===== config.mk =====
export PLATFORM = sky130hd
export DESIGN_NAME = sink_streamer_top
export DESIGN_NICKNAME = d
export VERILOG_FILES = /design/src/sink_pkg.sv /design/src/addr_fifo.sv /design/src/mem_store_fifo.sv /design/src/sink_streamer_top.sv /design/src/store_addr_gen.sv /design/src/store_sink.sv
export VERILOG_INCLUDE_DIRS = /design/src /design/src/include
export SDC_FILE = /design/constraint.sdc
export NUM_CORES = 1
export LEC_CHECK = 0
export ABC_AREA = 0
export ABC_CLOCK_PERIOD_IN_PS = 18300
export BUFFER_PORTS_ARGS = -buffer_cell sky130_fd_sc_hd__buf_2
export CAP_MARGIN = 20
export CORE_MARGIN = 3
export CORE_UTILIZATION = 60
export DETAILED_ROUTE_END_ITERATION = 6
export PLACE_DENSITY = 0.83
export SYNTH_ARGS = -nofsm -noshare
export SYNTH_HDL_FRONTEND = slang
export SYNTH_SLANG_ARGS = --single-unit

===== constraint.sdc =====
create_clock -name clk_i -period 18.3 [get_ports clk_i]
set_clock_uncertainty 0.2 [all_clocks]
set_input_delay 5.49 -clock clk_i [delete_from_list [all_inputs] [get_ports clk_i]]
set_output_delay 5.49 -clock clk_i [all_outputs]
set_load 0.03 [all_outputs]

===== src/include/sink_config.svh =====
`ifndef SINK_CONFIG_SVH
`define SINK_CONFIG_SVH

// Stream side carries one word per beat.
`define SINK_STREAM_DW 32
// Memory bus is one word wider so a shifted word still fits.
`define SINK_MEM_DW (`SINK_STREAM_DW + 32)
// Byte address width.
`define SINK_ADDR_W 32
// Job length counter width.
`define SINK_CNT_W 16

`define SINK_STORE_FIFO_DEPTH 2 // 0 turns the store FIFO into plain wires.

// 1 places each word at its byte offset, 0 expects word-aligned addresses.
`define SINK_MISALIGNED 1

`endif


===== src/sink_pkg.sv =====
`include "sink_config.svh"

package sink_pkg;

  // Byte address split into word index and byte offset.
  typedef struct packed {
    logic [`SINK_ADDR_W-3:0] word;   // Word index.
    logic [1:0]              offset; // Byte within the word.
  } sink_addr_fields_t;

  typedef union packed {
    logic [`SINK_ADDR_W-1:0] raw; // Plain byte address.
    sink_addr_fields_t       fields;
  } sink_addr_u;

  typedef struct packed {
    logic [`SINK_STREAM_DW-1:0]   data;
    logic [`SINK_STREAM_DW/8-1:0] strb; // One strobe per byte.
  } sink_stream_t;

  // Store request toward memory.
  typedef struct packed {
    logic [`SINK_ADDR_W-1:0]   addr; // Always word-aligned.
    logic [`SINK_MEM_DW/8-1:0] be;
    logic [`SINK_MEM_DW-1:0]   data;
  } mem_store_t;

  typedef struct packed {
    logic                    req_start;
    logic [`SINK_ADDR_W-1:0] base_addr; // First element.
    logic [`SINK_ADDR_W-1:0] d0_stride; // Step inside a line.
    logic [`SINK_CNT_W-1:0]  d0_len;    // Elements per line.
    logic [`SINK_ADDR_W-1:0] d1_stride; // Step between line starts.
    logic [`SINK_CNT_W-1:0]  tot_len;   // Elements in the job.
  } sink_ctrl_t;

  typedef struct packed {
    logic ready_start;
    logic done;
  } sink_flags_t;

  typedef enum logic [1:0] {IDLE, WORKING, DRAIN} sink_state_e;

endpackage


===== src/addr_fifo.sv =====
`timescale 1ns/10ps

module addr_fifo import sink_pkg::*; #(
  parameter int unsigned DEPTH = 2
) (
  input  logic       clk_i,
  input  logic       rst_ni,
  input  sink_addr_u push_i,
  input  logic       push_valid_i,
  output logic       push_ready_o,
  output sink_addr_u pop_o,
  output logic       pop_valid_o,
  input  logic       pop_ready_i
);

  localparam int unsigned PTR_W = (DEPTH > 1) ? $clog2(DEPTH) : 1;
  localparam int unsigned CNT_W = $clog2(DEPTH + 1);

  sink_addr_u       buf_q [DEPTH];
  logic [PTR_W-1:0] wr_ptr_q;
  logic [PTR_W-1:0] rd_ptr_q;
  logic [CNT_W-1:0] count_q; // Entries held.
  logic             push;
  logic             pop;

  assign push_ready_o = (count_q != CNT_W'(DEPTH)); // Low when full.
  assign pop_valid_o  = (count_q != '0);
  assign pop_o        = buf_q[rd_ptr_q];
  assign push         = push_valid_i & push_ready_o;
  assign pop          = pop_valid_o & pop_ready_i;

  always_ff @(posedge clk_i) begin
    if (push) buf_q[wr_ptr_q] <= push_i;
  end

  always_ff @(posedge clk_i or negedge rst_ni) begin
    if (!rst_ni) begin
      wr_ptr_q <= '0;
      rd_ptr_q <= '0;
      count_q  <= '0;
    end else begin
      if (push) wr_ptr_q <= (wr_ptr_q == PTR_W'(DEPTH - 1)) ? '0 : wr_ptr_q + 1'b1;
      if (pop) rd_ptr_q <= (rd_ptr_q == PTR_W'(DEPTH - 1)) ? '0 : rd_ptr_q + 1'b1;
      count_q <= count_q + CNT_W'(push) - CNT_W'(pop);
    end
  end

  // Equal pointers mean empty or full, never a partial fill.
  assert property (@(posedge clk_i) disable iff (!rst_ni)
    (wr_ptr_q == rd_ptr_q) |-> (count_q == '0) || (count_q == CNT_W'(DEPTH)));
  // A head entry that is not taken stays put.
  assert property (@(posedge clk_i) disable iff (!rst_ni)
    pop_valid_o && !pop_ready_i |=> pop_valid_o && $stable(pop_o));

endmodule


===== src/mem_store_fifo.sv =====
`timescale 1ns/10ps

module mem_store_fifo import sink_pkg::*; #(
  parameter int unsigned DEPTH = 2
) (
  input  logic       clk_i,
  input  logic       rst_ni,
  input  mem_store_t in_i,
  input  logic       in_req_i,
  output logic       in_gnt_o,
  output mem_store_t out_o,
  output logic       out_req_o,
  input  logic       out_gnt_i
);

  generate
    if (DEPTH == 0) begin : gen_direct
      assign out_o     = in_i;
      assign out_req_o = in_req_i;
      assign in_gnt_o  = out_gnt_i;
    end else begin : gen_buffered
      localparam int unsigned PTR_W = (DEPTH > 1) ? $clog2(DEPTH) : 1;
      localparam int unsigned CNT_W = $clog2(DEPTH + 1);

      mem_store_t       slot_q [DEPTH];
      logic [PTR_W-1:0] head_q;  // Oldest store.
      logic [PTR_W-1:0] tail_q;  // Next free slot.
      logic [CNT_W-1:0] fill_q;
      logic             put;
      logic             take;

      assign in_gnt_o  = (fill_q != CNT_W'(DEPTH)); // Grant whenever there is room.
      assign out_req_o = (fill_q != '0);
      assign out_o     = slot_q[head_q];
      assign put       = in_req_i & in_gnt_o;
      assign take      = out_req_o & out_gnt_i;

      always_ff @(posedge clk_i) begin
        if (put) slot_q[tail_q] <= in_i;
      end

      always_ff @(posedge clk_i or negedge rst_ni) begin
        if (!rst_ni) begin
          head_q <= '0;
          tail_q <= '0;
          fill_q <= '0;
        end else begin
          if (put) tail_q <= (tail_q == PTR_W'(DEPTH - 1)) ? '0 : tail_q + 1'b1;
          if (take) head_q <= (head_q == PTR_W'(DEPTH - 1)) ? '0 : head_q + 1'b1;
          fill_q <= fill_q + CNT_W'(put) - CNT_W'(take);
        end
      end
    end
  endgenerate

  // Memory sees a steady request until it grants.
  assert property (@(posedge clk_i) disable iff (!rst_ni)
    out_req_o && !out_gnt_i |=> out_req_o && $stable(out_o));

endmodule


===== src/sink_streamer_top.sv =====
`timescale 1ns/10ps
`include "sink_config.svh"

module sink_streamer_top import sink_pkg::*; (
  input  logic         clk_i,
  input  logic         rst_ni,
  input  sink_ctrl_t   ctrl_i,
  input  sink_stream_t stream_i,
  input  logic         stream_valid_i,
  output logic         stream_ready_o,
  output mem_store_t   mem_o,
  output logic         mem_req_o,
  input  logic         mem_gnt_i,
  output sink_flags_t  flags_o
);

  sink_addr_u gen_addr;
  sink_addr_u fifo_addr;
  logic       gen_start;
  logic       gen_valid;
  logic       gen_last;
  logic       fifo_push_ready;
  logic       fifo_valid;
  logic       sink_addr_ready;
  logic       sink_busy;
  logic       last_xfer;
  mem_store_t store;
  logic       store_req;
  logic       store_gnt;

  assign gen_start = ctrl_i.req_start & ~sink_busy;          // Start only from idle.
  assign last_xfer = gen_last & gen_valid & fifo_push_ready; // Final address accepted.

  store_addr_gen store_addr_gen_inst (
    .clk_i        (clk_i),
    .rst_ni       (rst_ni),
    .start_i      (gen_start),
    .ctrl_i       (ctrl_i),
    .addr_ready_i (fifo_push_ready),
    .addr_o       (gen_addr),
    .addr_valid_o (gen_valid),
    .last_o       (gen_last)
  );

  addr_fifo #(
    .DEPTH (2)
  ) addr_fifo_inst (
    .clk_i        (clk_i),
    .rst_ni       (rst_ni),
    .push_i       (gen_addr),
    .push_valid_i (gen_valid),
    .push_ready_o (fifo_push_ready),
    .pop_o        (fifo_addr),
    .pop_valid_o  (fifo_valid),
    .pop_ready_i  (sink_addr_ready)
  );

  store_sink store_sink_inst (
    .clk_i          (clk_i),
    .rst_ni         (rst_ni),
    .ctrl_i         (ctrl_i),
    .addr_i         (fifo_addr),
    .addr_valid_i   (fifo_valid),
    .addr_last_i    (last_xfer),
    .addr_ready_o   (sink_addr_ready),
    .stream_i       (stream_i),
    .stream_valid_i (stream_valid_i),
    .stream_ready_o (stream_ready_o),
    .store_o        (store),
    .store_req_o    (store_req),
    .store_gnt_i    (store_gnt),
    .busy_o         (sink_busy),
    .flags_o        (flags_o)
  );

  mem_store_fifo #(
    .DEPTH (`SINK_STORE_FIFO_DEPTH)
  ) mem_store_fifo_inst (
    .clk_i     (clk_i),
    .rst_ni    (rst_ni),
    .in_i      (store),
    .in_req_i  (store_req),
    .in_gnt_o  (store_gnt),
    .out_o     (mem_o),
    .out_req_o (mem_req_o),
    .out_gnt_i (mem_gnt_i)
  );

endmodule


===== src/store_addr_gen.sv =====
`timescale 1ns/10ps
`include "sink_config.svh"

module store_addr_gen import sink_pkg::*; (
  input  logic       clk_i,
  input  logic       rst_ni,
  input  logic       start_i,
  input  sink_ctrl_t ctrl_i,
  input  logic       addr_ready_i,
  output sink_addr_u addr_o,
  output logic       addr_valid_o,
  output logic       last_o
);

  logic                    active_q;    // An address is on offer.
  logic [`SINK_CNT_W-1:0]  elem_q;      // Element index k.
  logic [`SINK_CNT_W-1:0]  pos_q;       // Position i inside the current line.
  logic [`SINK_ADDR_W-1:0] line_base_q; // Start address of the current line.
  logic [`SINK_ADDR_W-1:0] addr_q;
  logic                    xfer;
  logic                    line_end;

  assign xfer         = active_q & addr_ready_i;
  assign line_end     = (pos_q == ctrl_i.d0_len - 1'b1);
  assign last_o       = active_q & (elem_q == ctrl_i.tot_len - 1'b1);
  assign addr_valid_o = active_q;
  assign addr_o.raw   = addr_q;

  always_ff @(posedge clk_i or negedge rst_ni) begin
    if (!rst_ni) begin
      active_q <= 1'b0;
      elem_q   <= '0;
      pos_q    <= '0;
    end else if (start_i) begin
      active_q <= 1'b1; // First address next cycle.
      elem_q   <= '0;
      pos_q    <= '0;
    end else if (xfer) begin
      if (last_o) begin
        active_q <= 1'b0; // Stop once the final address has left.
      end
      elem_q <= elem_q + 1'b1;
      pos_q  <= line_end ? '0 : pos_q + 1'b1;
    end
  end

  // Running address. Adds d0_stride inside a line, jumps a line on wrap.
  always_ff @(posedge clk_i) begin
    if (start_i) begin
      line_base_q <= ctrl_i.base_addr;
      addr_q      <= ctrl_i.base_addr;
    end else if (xfer) begin
      if (line_end) begin
        line_base_q <= line_base_q + ctrl_i.d1_stride;
        addr_q      <= line_base_q + ctrl_i.d1_stride;
      end else begin
        addr_q <= addr_q + ctrl_i.d0_stride;
      end
    end
  end

  // The sink only lets a job start after the previous sequence has ended.
  assert property (@(posedge clk_i) disable iff (!rst_ni)
    start_i |-> !active_q && (ctrl_i.d0_len != '0));

endmodule


===== src/store_sink.sv =====
`timescale 1ns/10ps
`include "sink_config.svh"

module store_sink import sink_pkg::*; (
  input  logic         clk_i,
  input  logic         rst_ni,
  input  sink_ctrl_t   ctrl_i,
  input  sink_addr_u   addr_i,
  input  logic         addr_valid_i,
  input  logic         addr_last_i,   // Last address is moving out of the generator.
  output logic         addr_ready_o,
  input  sink_stream_t stream_i,
  input  logic         stream_valid_i,
  output logic         stream_ready_o,
  output mem_store_t   store_o,
  output logic         store_req_o,
  input  logic         store_gnt_i,
  output logic         busy_o,
  output sink_flags_t  flags_o
);

  localparam int unsigned BE_W = `SINK_MEM_DW / 8;

  sink_state_e             cs;
  sink_state_e             ns;
  logic [`SINK_CNT_W-1:0]  cnt_q;  // Addresses consumed in this job.
  logic                    last_q; // Generator has handed over its final address.
  logic                    done_q;
  logic                    finish;
  logic                    store_xfer;
  logic [`SINK_MEM_DW-1:0] data_wide;
  logic [BE_W-1:0]         be_wide;
  logic [`SINK_MEM_DW-1:0] data_sh;
  logic [BE_W-1:0]         be_sh;

  assign busy_o      = (cs != IDLE);
  assign store_req_o = busy_o & stream_valid_i & addr_valid_i; // Needs both halves.
  assign store_xfer  = store_req_o & store_gnt_i;

  // Each side is taken only when the other is there too.
  assign stream_ready_o = busy_o & addr_valid_i & store_gnt_i;
  assign addr_ready_o   = busy_o & stream_valid_i & store_gnt_i;

  // Word goes in the low half of the bus before shifting.
  assign data_wide = {{(`SINK_MEM_DW - `SINK_STREAM_DW){1'b0}}, stream_i.data};
  assign be_wide   = {{(BE_W - `SINK_STREAM_DW / 8){1'b0}}, stream_i.strb};

  generate
    if (`SINK_MISALIGNED == 1) begin : gen_misaligned
      assign data_sh = data_wide << {addr_i.fields.offset, 3'b000}; // Offset in bytes.
      assign be_sh   = be_wide << addr_i.fields.offset;
    end else begin : gen_aligned
      assign data_sh = data_wide;
      assign be_sh   = be_wide;
    end
  endgenerate

  assign store_o = '{addr: {addr_i.fields.word, 2'b00}, be: be_sh, data: data_sh};

  always_comb begin
    ns     = cs;
    finish = 1'b0;
    case (cs)
      IDLE: begin
        if (ctrl_i.req_start) ns = WORKING;
      end
      WORKING: begin
        if (last_q) ns = DRAIN; // No more addresses will be generated.
      end
      DRAIN: begin
        if (cnt_q == ctrl_i.tot_len) begin
          ns     = IDLE;
          finish = 1'b1;
        end
      end
      default: ns = IDLE;
    endcase
  end

  always_ff @(posedge clk_i or negedge rst_ni) begin
    if (!rst_ni) begin
      cs     <= IDLE;
      cnt_q  <= '0;
      last_q <= 1'b0;
      done_q <= 1'b0;
    end else begin
      cs     <= ns;
      done_q <= finish; // High the cycle after leaving DRAIN.
      if (finish) begin
        cnt_q  <= '0;
        last_q <= 1'b0;
      end else begin
        if (store_xfer) cnt_q <= cnt_q + 1'b1;
        if (addr_last_i) last_q <= 1'b1;
      end
    end
  end

  assign flags_o = '{ready_start: (cs == IDLE), done: done_q};

  // A consumed pair never goes past the job length.
  assert property (@(posedge clk_i) disable iff (!rst_ni)
    store_xfer |-> (cnt_q < ctrl_i.tot_len));
  // The final address arrives while the job is still running.
  assert property (@(posedge clk_i) disable iff (!rst_ni)
    addr_last_i |-> (cs == WORKING));

endmodule


==> results.sh, run 1 <==
export IMPL_synthTopCellsByArea="edfxtp_1 (48%), dfrtp_1 (7.8%), mux2_2 (7.3%), ha_1 (4.5%), xnor2_1 (3.8%)"
export IMPL_hp_class="reg2reg"
export IMPL_dr_first_iter_drc_count=1348
export IMPL_die_w_microns=187
export IMPL_drt_pre_antenna_iters=7
export IMPL_dpl_cell_area_sq_um=21400
export IMPL_cp_required_ns=18.36
export IMPL_whs_endpoint="addr_fifo_inst.buf_q[1][11]$_DFFE_PP_"
export IMPL_start_util=0.616
export IMPL_worstMarginPinSlew_ns=1.11
export IMPL_wl_per_cell_microns=21.0
export IMPL_grt_pass1_vias=14056
export IMPL_ant_nets=0
export IMPL_synth_area_sq_um=19700
export IMPL_async_flop_share=0.163
export IMPL_cts_tree="yes"
export IMPL_cts_made_buffers=39
export IMPL_drc=0
export IMPL_htreeDepth=2
export IMPL_clk_pin_slew_worst_paths_ns=0.06
export IMPL_min_path_cells=0
export IMPL_cts_root_buf="clkbuf_16"
export IMPL_synthCells=1654
export IMPL_io_pins=277
export IMPL_dieArea_sq_um=35000
export IMPL_antenna_found_initial=14
export IMPL_ys_flop_type="edfxtp_1"
export IMPL_start_kind="input port"
export IMPL_syn_to_final_growth_pct=15.4
export IMPL_synth_warnings=0
export IMPL_timing_fmax_mhz=111
export IMPL_holdBufCountCts=0
export IMPL_synth_seq_cells=375
export IMPL_synthDistinctLibCells=68
export IMPL_syn_mean_instance_area_sq_um=11.9
export IMPL_rsz0062_at_grt="no"
export IMPL_maxCapViolations=0
export IMPL_r2r_end="store_addr_gen_inst.addr_o[28]$_DFFE_PP_"
export IMPL_fin_crit_sh=0.492
export IMPL_grt_pass1_wl_microns=77300
export IMPL_path_class="in2reg"
export IMPL_cts_num_sinks=375
export IMPL_crit_reg2reg_launch="store_addr_gen_inst.addr_o[0]$_DFFE_PP_"
export IMPL_ir_drop_uv=98.4
export IMPL_postCtsSetupRepairBufs=0
export IMPL_critPathArrivalTime_ns=9.07
export IMPL_setup_viol=0
export IMPL_viasPerCell=6.06
export IMPL_drt_wl_total_microns=50100
export IMPL_clock_tree_buffer_depth=3
export IMPL_synth_edf_count=314
export IMPL_io_buffers=265
export IMPL_synth_top_area_frac=0.479
export IMPL_hpwl_microns=36000
export IMPL_regToRegSetupSlack_ns=13.79
export IMPL_powerDensity_nw_per_um2=176
export IMPL_coreArea_sq_um=32000
export IMPL_hold_ws_ns=0.283
export IMPL_grt_max_degree=74
export IMPL_reg2regPathDepth=13
export IMPL_die_y_microns=187
export IMPL_crit_path_max_fanout=5
export IMPL_grt_usage=0.278
export IMPL_gp_congestion=0.921
export IMPL_p_leak_nw=9.17
export IMPL_vias=14413
export IMPL_post_route_min_period_ns=9.01
export IMPL_timing_setup_tns_ns=0
export IMPL_hold_viol=0
export IMPL_status="completed"
export IMPL_cts_resized_gates=0
export IMPL_grt_overflow=0
export IMPL_synth_top_area_cell="edfxtp_1"
export IMPL_relSlewSlack=0.244
export IMPL_row_count=65
export IMPL_drv_slew=0
export IMPL_clk_latency_ns=0.54
export IMPL_nets=2151
export IMPL_cp_end_kind="flop"
export IMPL_drive_gt1_frac=0.245
export IMPL_min_delay_start="store_addr_gen_inst.addr_o[11]$_DFFE_PP_"
export IMPL_final_cell_area_sq_um=22700
export IMPL_ys_seq_area_frac=0.556
-- metrics by stage --
step | total power, mW | cells | util | worst slack (ns)
finish | 4.01 | 2378 | 0.711 | 9.29
floorplan | 2.71 | 1664 | - | 7.62
global route | 4.20 | 2375 | 0.711 | 9.00
CTS | 4.00 | 2369 | 0.710 | 9.51
detailed placement | 3.18 | 2302 | 0.669 | 8.98
global placement | 3.12 | 2302 | 0.669 | 8.96
-- how the worst max path moves through the flow --
stage / from / to / slack, ns / cells past startpoint
after CTS: ctrl_i[64] / store_addr_gen_inst.addr_o[28]$_DFFE_PP_ / 9.51 / 14
after detailed placement: ctrl_i[64] / store_addr_gen_inst.addr_o[28]$_DFFE_PP_ / 8.98 / 14
after global routing: ctrl_i[64] / store_addr_gen_inst.addr_o[28]$_DFFE_PP_ / 9.00 / 14
final: ctrl_i[64] / store_addr_gen_inst.addr_o[28]$_DFFE_PP_ / 9.29 / 14
after global placement: ctrl_i[64] / store_addr_gen_inst.addr_o[28]$_DFFE_PP_ / 8.96 / 14
after floorplan: stream_valid_i / mem_store_fifo_inst.gen_buffered.slot_q[0][0]$_DFFE_PP_ / 7.62 / 3
-- layer usage --
metal,vias to the layer above,part of all wire,track usage
met5,-,0.0024,0
met4,16,0.032,0.0913
met3,127,0.079,0.0508
met2,668,0.48,0.461
met1,6968,0.40,0.374
li1,6634,-,-
-- kinds of logic (layout without fill, tap and decap cells) --
family,count (synthesis),count (layout),share of synthesized area
AO/OA/AOI/OAI,299,299,0.0943
XOR/XNOR,160,160,0.0712
adder cells (fa/ha/maj),73,73,0.0471
buffers and inverters,107,378,0.0243
flip-flops,375,375,0.556
multiplexers,168,168,0.0935
other,1,19,0.000190
AND/OR/NAND/NOR,471,471,0.113
-- flip-flops by register name, summed over array words and instances (netlist names) --
register	flops
mem_store_fifo_inst.gen_buffered.tail_q	1
store_addr_gen_inst.elem_q	16
addr_fifo_inst.buf_q	64
addr_fifo_inst.wr_ptr_q	1
store_sink_inst.cnt_q	16
addr_fifo_inst.count_q	2
store_addr_gen_inst.addr_o	32
mem_store_fifo_inst.gen_buffered.head_q	1
store_sink_inst.done_q	1
store_sink_inst.cs	2
store_sink_inst.last_q	1
mem_store_fifo_inst.gen_buffered.slot_q	186
mem_store_fifo_inst.gen_buffered.fill_q	2
store_addr_gen_inst.addr_valid_o	1
addr_fifo_inst.rd_ptr_q	1
store_addr_gen_inst.line_base_q	32
store_addr_gen_inst.pos_q	16
-- cell type report --
cell class	instances	area [sq um]
flip-flops and latches	375	11000
fillers	2217	9240
multi-input cells	1182	8350
repair buffers	278	1440
clock buffers	48	1010
well taps	435	544
clock inverters	19	282
inverters	33	124
diodes	8	20.0
-- cell usage after synthesis, types with 8 or more instances --
master / instances
nand2b_1: 13
o21bai_1: 8
ha_1: 71
clkbuf_1: 45
edfxtp_1: 314
nor2_1: 115
nand2_1: 169
nor3_1: 24
and3_1: 35
a211oi_1: 12
o21ai_0: 73
and2_1: 12
nand3_1: 33
dfrtp_1: 61
a21oi_1: 83
mux2i_1: 40
xnor2_1: 86
nand4_1: 21
inv_1: 33
xor2_1: 74
or3_1: 9
a31oi_1: 23
buf_4: 13
a21o_1: 36
buf_1: 9
mux2_2: 128
-- worst max-delay path: stages --
cell       delay, ns
buf_2           0.10
ha_1            0.22
inv_1           0.07
fa_1            0.19
nand2b_1        0.13
a21oi_1         0.09
a2111oi_0       0.96
o21ai_1         0.41
a21boi_0        0.49
nor2_1          0.20
a41oi_1         0.29
nand2b_1        0.10
xnor2_1         0.17
o221ai_1        0.14
-- cell usage in the layout (no fill, tap or decap), types with 23 or more instances in the layout --
master,n
mux2_2,128
mux2i_1,38
and3_1,34
dfrtp_1,60
xor2_1,74
a21o_1,36
buf_2,265
nand3_1,33
nor3_1,24
a31oi_1,23
nand2_1,169
xnor2_1,86
inv_1,33
edfxtp_1,314
ha_1,71
clkbuf_16,39
nor2_1,114
a21oi_1,83
o21ai_0,73
-- where the power goes --
part	internal [mW]	leakage, nW	switching (mW)	total (mW)
clock	0.481	0.622	0.322	0.803
combinational	0.604	4.80	1.03	1.64
sequential	1.40	3.75	0.168	1.57
total	2.48	9.17	1.52	4.01
Note: power is estimated with default switching activity, not from simulation.
==> inputs of run 2 (changes only) <==
Settings changed: ABC_CLOCK_PERIOD_IN_PS 18300 to 8160, CORE_UTILIZATION 60 to 53, PLACE_DENSITY 0.83 to 0.78.
Clock period 18.3 ns to 8.16 ns, I/O delays scaled along.
==> run 2 against run 1 <==
  * Sequential power rose by 120%
  * Die area rose by 13%
  * First-iteration DRC count fell by 23%
  * Worst hold slack improved by 0.0031 ns
  * Global-route usage fell by 3.5 points
  * Clock power rose by 130%
  * Core utilization fell by 7.9 points
  * Total power rose by 120%
  * Non-clock buffer count rose by 1
  * Via count fell by 1.6%
  * Sequential share of layout area fell by 0.19 points
  * Worst setup slack got worse by 6.9 ns
  * Largest power group unchanged
==> results.sh, run 2 (same netlist as run 1, synthesis figures left out) <==
export IMPL_crit_slowest_cell="or3b_4"
export IMPL_io_buffers=265
export IMPL_setup_viol=0
export IMPL_clock_tree_buffer_depth=3
export IMPL_dp_cells=2330
export IMPL_timing_setup_tns_ns=0
export IMPL_syn_to_final_growth_pct=15.9
export IMPL_antenna_found_initial=9
export IMPL_crit_path_max_fanout=30
export IMPL_rsz0062_at_grt="no"
export IMPL_io_pins=277
export IMPL_grt_usage=0.243
export IMPL_cts_num_sinks=375
export IMPL_cts_made_buffers=41
export IMPL_row_count=69
export IMPL_clk_latency_ns=0.56
export IMPL_instances_no_fill=2409
export IMPL_hold_viol=0
export IMPL_postCtsSetupRepairBufs=0
export IMPL_layout_setup_ws_ns=2.41
export IMPL_grt_max_degree=74
export IMPL_fin_crit_sh=0.705
export IMPL_vias=14189
export IMPL_cp_required_ns=8.19
export IMPL_dieArea_sq_um=39500
export IMPL_final_util=0.632
export IMPL_grt_pass1_vias=13802
export IMPL_clk_pin_slew_worst_paths_ns=0.06
export IMPL_dr_first_iter_drc_count=1041
export IMPL_coreArea_sq_um=36100
export IMPL_p_leak_nw=9.21
export IMPL_largest_reg_flops=186
export IMPL_htreeDepth=2
export IMPL_wl_per_cell_microns=20.5
export IMPL_hold_ws_ns=0.286
export IMPL_use_met1=0.314
export IMPL_grt_busiest_layer="met2"
export IMPL_top_register="mem_store_fifo_inst.gen_buffered.slot_q"
export IMPL_hpwl_microns=35500
export IMPL_cts_root_buf="clkbuf_16"
export IMPL_post_route_min_period_ns=5.75
export IMPL_timing_fmax_mhz=174
export IMPL_grt_overflow=0
export IMPL_die_y_microns=199
export IMPL_layout_common_cells="edfxtp_1 (314), buf_2 (265), nand2_1 (169), mux2_2 (128), nor2_1 (114)"
export IMPL_use_met2=0.407
export IMPL_top_regs="mem_store_fifo_inst.gen_buffered.slot_q (186), addr_fifo_inst.buf_q (64)"
export IMPL_gp_congestion=0.905
export IMPL_hp_class="reg2reg"
export IMPL_viasPerCell=5.89
export IMPL_ant_nets=0
export IMPL_grt_pass1_wl_microns=74800
export IMPL_crit_chain="buf_2, inv_1, ha_1, or3b_1, nor3_1, xnor2_1, nand2_1, nor3_1, nand3_1, or3b_4, o21ai_4, buf_4"
export IMPL_maxCapViolations=0
export IMPL_status="completed"
export IMPL_holdBufCountCts=0
export IMPL_drt_wl_total_microns=49300
export IMPL_final_cell_area_sq_um=22800
export IMPL_worstMarginPinSlew_ns=1.06
export IMPL_cts_resized_gates=0
export IMPL_cp_end_kind="flop"
export IMPL_final_common_cell="edfxtp_1"
export IMPL_pre_cts_ws_ns=1.82
export IMPL_dpl_cell_area_sq_um=21400
export IMPL_relSlewSlack=0.293
export IMPL_use_met3=0.0554
export IMPL_regToRegSetupSlack_ns=3.90
export IMPL_cts_tree="yes"
export IMPL_start_util=0.546
export IMPL_drt_pre_antenna_iters=5
export IMPL_path_class="in2reg"
export IMPL_cpPeakStageDelay_ns=0.64
export IMPL_crit_path_frequent_cell="nor3_1"
export IMPL_nets=2154
export IMPL_ir_drop_uv=234
export IMPL_powerDensity_nw_per_um2=394
export IMPL_die_w_microns=199
export IMPL_drc=0
export IMPL_drive_gt1_frac=0.247
export IMPL_p_total_mw=8.98
export IMPL_drv_slew=0
export IMPL_start_kind="input port"
export IMPL_critPathArrivalTime_ns=5.78
-- run 2: cell types whose count changed in the layout (fill, tap and decap cells not counted), sizes merged --
cell,previous run,this run
diode,8,3
bufinv,6,5
buf,278,279
clkbuf,48,47
clkinv,9,21
inv,36,35
-- run 2: routing by layer --
layer | routed length [microns] | vias to the layer above
met5 | 109 | -
met2 | 23800 | 564
met3 | 3750 | 113
met4 | 1560 | 16
li1 | - | 6609
met1 | 20000 | 6887
-- run 2: critical path: cells and delay by family --
family                     cells  cell delay (ns)
AOI/OAI and AO/OA              1             0.62
adders and majority gates      1             0.19
and+or+nand+nor                6             1.74
buffers and inverters          3             0.60
xor gates and xnor gates       1             0.17
-- run 2: final timing paths --
path                                                         startpoint                                                   to  depth (start not counted)
worst max register to register  store_addr_gen_inst.addr_o[0]$_DFFE_PP_             store_addr_gen_inst.addr_o[30]$_DFFE_PP_                         13
min in group asynchronous                                        rst_ni             store_addr_gen_inst.pos_q[6]$_DFFE_PN0P_                          2
worst min-delay path                 store_sink_inst.last_q$_DFFE_PN0P_                    store_sink_inst.cs[0]$_DFFE_PN0P_                          1
worst min register to register       store_sink_inst.last_q$_DFFE_PN0P_                    store_sink_inst.cs[0]$_DFFE_PN0P_                          1
max in group asynchronous                                        rst_ni  mem_store_fifo_inst.gen_buffered.head_q$_DFFE_PN0P_                          2
worst max-delay path                                         ctrl_i[48]        store_addr_gen_inst.line_base_q[17]$_DFFE_PP_                         12
-- run 2: power breakdown --
| part | switching, mW | internal [mW] |
|---|---|---|
| Combinational | 2.27 | 1.34 |
| Sequential | 0.358 | 3.14 |
| Clock | 0.769 | 1.11 |
-- run 2: final cells by class --
type,count,area [sq um]
multi-input combinational,1182,8350
sequential,375,11000
inverter,33,124
clock inverter,29,298
antenna,3,7.51
tap,461,577
clock buffer,47,1070
fill,2798,13300
timing repair buffer,279,1430
==> inputs of run 3 (changes only) <==
Settings changed: ABC_CLOCK_PERIOD_IN_PS 8160 to 5500, CORE_UTILIZATION 53 to 58, PLACE_DENSITY 0.78 to 0.81.
Clock period 8.16 ns to 5.5 ns, I/O delays scaled along.
==> run 3 against run 2 <==
  * Count of clock-buffer cells in the layout up 1
  * Cell area about the same
  * Sequential share of layout area about the same
  * Worst hold slack better by 0.0090 ns
  * Total power up 48%
  * Combinational power up 48%
  * Register-to-register slack worse by 2.1 ns
  * Worst setup slack worse by 1.5 ns
  * Largest power group unchanged
==> results.sh, run 3 (same netlist as run 1, synthesis figures left out) <==
export IMPL_setup_viol=0
export IMPL_largest_reg_flops=186
export IMPL_grt_pass1_wl_microns=74000
export IMPL_io_buffers=265
export IMPL_cts_resized_gates=0
export IMPL_postCtsSetupRepairBufs=0
export IMPL_critPathArrivalTime_ns=4.60
export IMPL_cp_end_kind="flop"
export IMPL_p_int_mw=8.29
export IMPL_path_class="in2reg"
export IMPL_instances_no_fill=2385
export IMPL_start_util=0.596
export IMPL_cts_made_buffers=39
export IMPL_io_pins=277
export IMPL_seqCellArea_sq_um=11000
export IMPL_antenna_cells=0
export IMPL_rsz0062_at_grt="no"
export IMPL_viasPerCell=5.90
export IMPL_clkPwrFrac=0.204
export IMPL_seqPwrFrac=0.392
export IMPL_cts_tree="yes"
export IMPL_final_common_cell="edfxtp_1"
export IMPL_dieArea_sq_um=36200
export IMPL_top_regs="mem_store_fifo_inst.gen_buffered.slot_q (186), addr_fifo_inst.buf_q (64)"
export IMPL_hold_viol=0
export IMPL_p_switching_mw=5.00
export IMPL_clk_pin_slew_worst_paths_ns=0.07
export IMPL_drive_gt1_frac=0.251
export IMPL_top_register="mem_store_fifo_inst.gen_buffered.slot_q"
export IMPL_row_count=66
export IMPL_drt_wl_total_microns=47700
export IMPL_dp_cells=2314
export IMPL_fin_crit_sh=0.827
export IMPL_nets=2155
export IMPL_pre_cts_ws_ns=0.458
export IMPL_layout_setup_ws_ns=0.949
export IMPL_die_w_microns=190
export IMPL_ir_drop_uv=375
export IMPL_dr_first_iter_drc_count=1159
export IMPL_p_sw_frac=0.376
export IMPL_multiInputGateArea_sq_um=8350
export IMPL_grt_usage=0.259
export IMPL_gp_congestion=0.890
export IMPL_cp_required_ns=5.55
export IMPL_die_y_microns=190
export IMPL_drc=0
export IMPL_crit_path_max_fanout=30
export IMPL_p_leak_nw=9.22
export IMPL_grt_max_degree=59
export IMPL_timing_setup_tns_ns=0
export IMPL_clk_latency_ns=0.52
export IMPL_powerDensity_nw_per_um2=582
export IMPL_drv_slew=0
export IMPL_maxCapViolations=0
export IMPL_antenna_found_initial=4
export IMPL_syn_to_final_growth_pct=15.9
export IMPL_drt_pre_antenna_iters=6
export IMPL_coreArea_sq_um=33000
export IMPL_regToRegSetupSlack_ns=1.81
export IMPL_layout_common_cells="edfxtp_1 (314), buf_2 (265), nand2_1 (169), mux2_2 (128), nor2_1 (114)"
export IMPL_status="completed"
export IMPL_hpwl_microns=34400
export IMPL_grt_overflow=0
export IMPL_ant_nets=0
export IMPL_cts_root_buf="clkbuf_16"
export IMPL_cts_num_sinks=375
export IMPL_post_route_min_period_ns=4.55
export IMPL_nFillCells=2443
export IMPL_comb_power_share=0.404
export IMPL_wl_per_cell_microns=20.0
export IMPL_grt_pass1_vias=13900
export IMPL_holdBufCountCts=0
export IMPL_worstMarginPinSlew_ns=0.932
export IMPL_htreeDepth=2
export IMPL_clock_tree_buffer_depth=3
export IMPL_hp_class="reg2reg"
export IMPL_vias=14061
export IMPL_timing_fmax_mhz=220
export IMPL_relSlewSlack=0.379
export IMPL_start_kind="input port"
-- run 3: cell count changes in the layout (fill, tap and decap cells not counted), moves of 3 or more --
cell | before | now
clkbuf_8 | 0 | 3
clkinv_1 | 13 | 6
buf_12 | 0 | 4
inv_6 | 1 | 5
diode_2 | 3 | 0
-- run 3: worst paths after layout --
check                      depth (start not counted)                                     start                                       end
setup / recovery                                  13                                ctrl_i[48]   store_addr_gen_inst.addr_o[2]$_DFFE_PP_
hold / removal                                     0  store_addr_gen_inst.addr_o[30]$_DFFE_PP_     addr_fifo_inst.buf_q[0][30]$_DFFE_PP_
setup reg to reg                                  13   store_addr_gen_inst.addr_o[0]$_DFFE_PP_  store_addr_gen_inst.addr_o[28]$_DFFE_PP_
hold reg to reg                                    0  store_addr_gen_inst.addr_o[30]$_DFFE_PP_     addr_fifo_inst.buf_q[0][30]$_DFFE_PP_
max in group asynchronous                          2                                    rst_ni  store_addr_gen_inst.pos_q[9]$_DFFE_PN0P_
min in group asynchronous                          1                                    rst_ni     store_sink_inst.cnt_q[14]$_DFFE_PN0P_
-- run 3: layout make-up --
class                      count  share of cell area
inverter                      33             0.00543
timing repair buffer         282              0.0659
multi-input combinational   1182               0.366
clock inverter                23              0.0117
tap                          442              0.0242
clock buffer                  48              0.0465
sequential                   375               0.480
-- run 3: power groups by stage --
stage | Clock (mW) | Sequential [mW] | Combinational, mW
after detailed placement | 0 | 5.27 | 5.31
after global placement | 0 | 5.19 | 5.19
after floorplan | 0 | 4.98 | 4.01
after CTS | 2.75 | 5.22 | 5.36
after global routing | 2.87 | 5.32 | 5.81
final | 2.71 | 5.21 | 5.36
-- run 3: per-layer routing --
metal,GRT usage,routed length (microns)
met1,0.356,19800
met2,0.427,22400
met3,0.0471,3960
met4,0.0748,1400
met5,0,46
-- run 3: worst max-delay path, cell delays in order --
cell and delay (ns):
buf_2 0.12, inv_1 0.05, ha_1 0.20, or3b_1 0.46, nor4_4 0.36, nand3_1 0.12, o211ai_1 0.11, o21ai_1 0.10
o21ai_2 0.14, or3b_4 0.58, and2_1 0.43, nor2_1 0.20, a31oi_1 0.06
-- run 3: per-stage QoR --
| stage | total power [mW] | utilization | area, sq um | hold WS [ns] |
|---|---|---|---|---|
| floorplan | 8.99 | - | 19700 | 0.249 |
| finish | 13.3 | 0.691 | 22800 | 0.295 |
| CTS | 13.3 | 0.691 | 22800 | 0.293 |
| detailed placement | 10.6 | 0.651 | 21500 | 0.277 |
| global route | 14.0 | 0.691 | 22800 | 0.307 |
| global placement | 10.4 | 0.651 | 21500 | 0.263 |
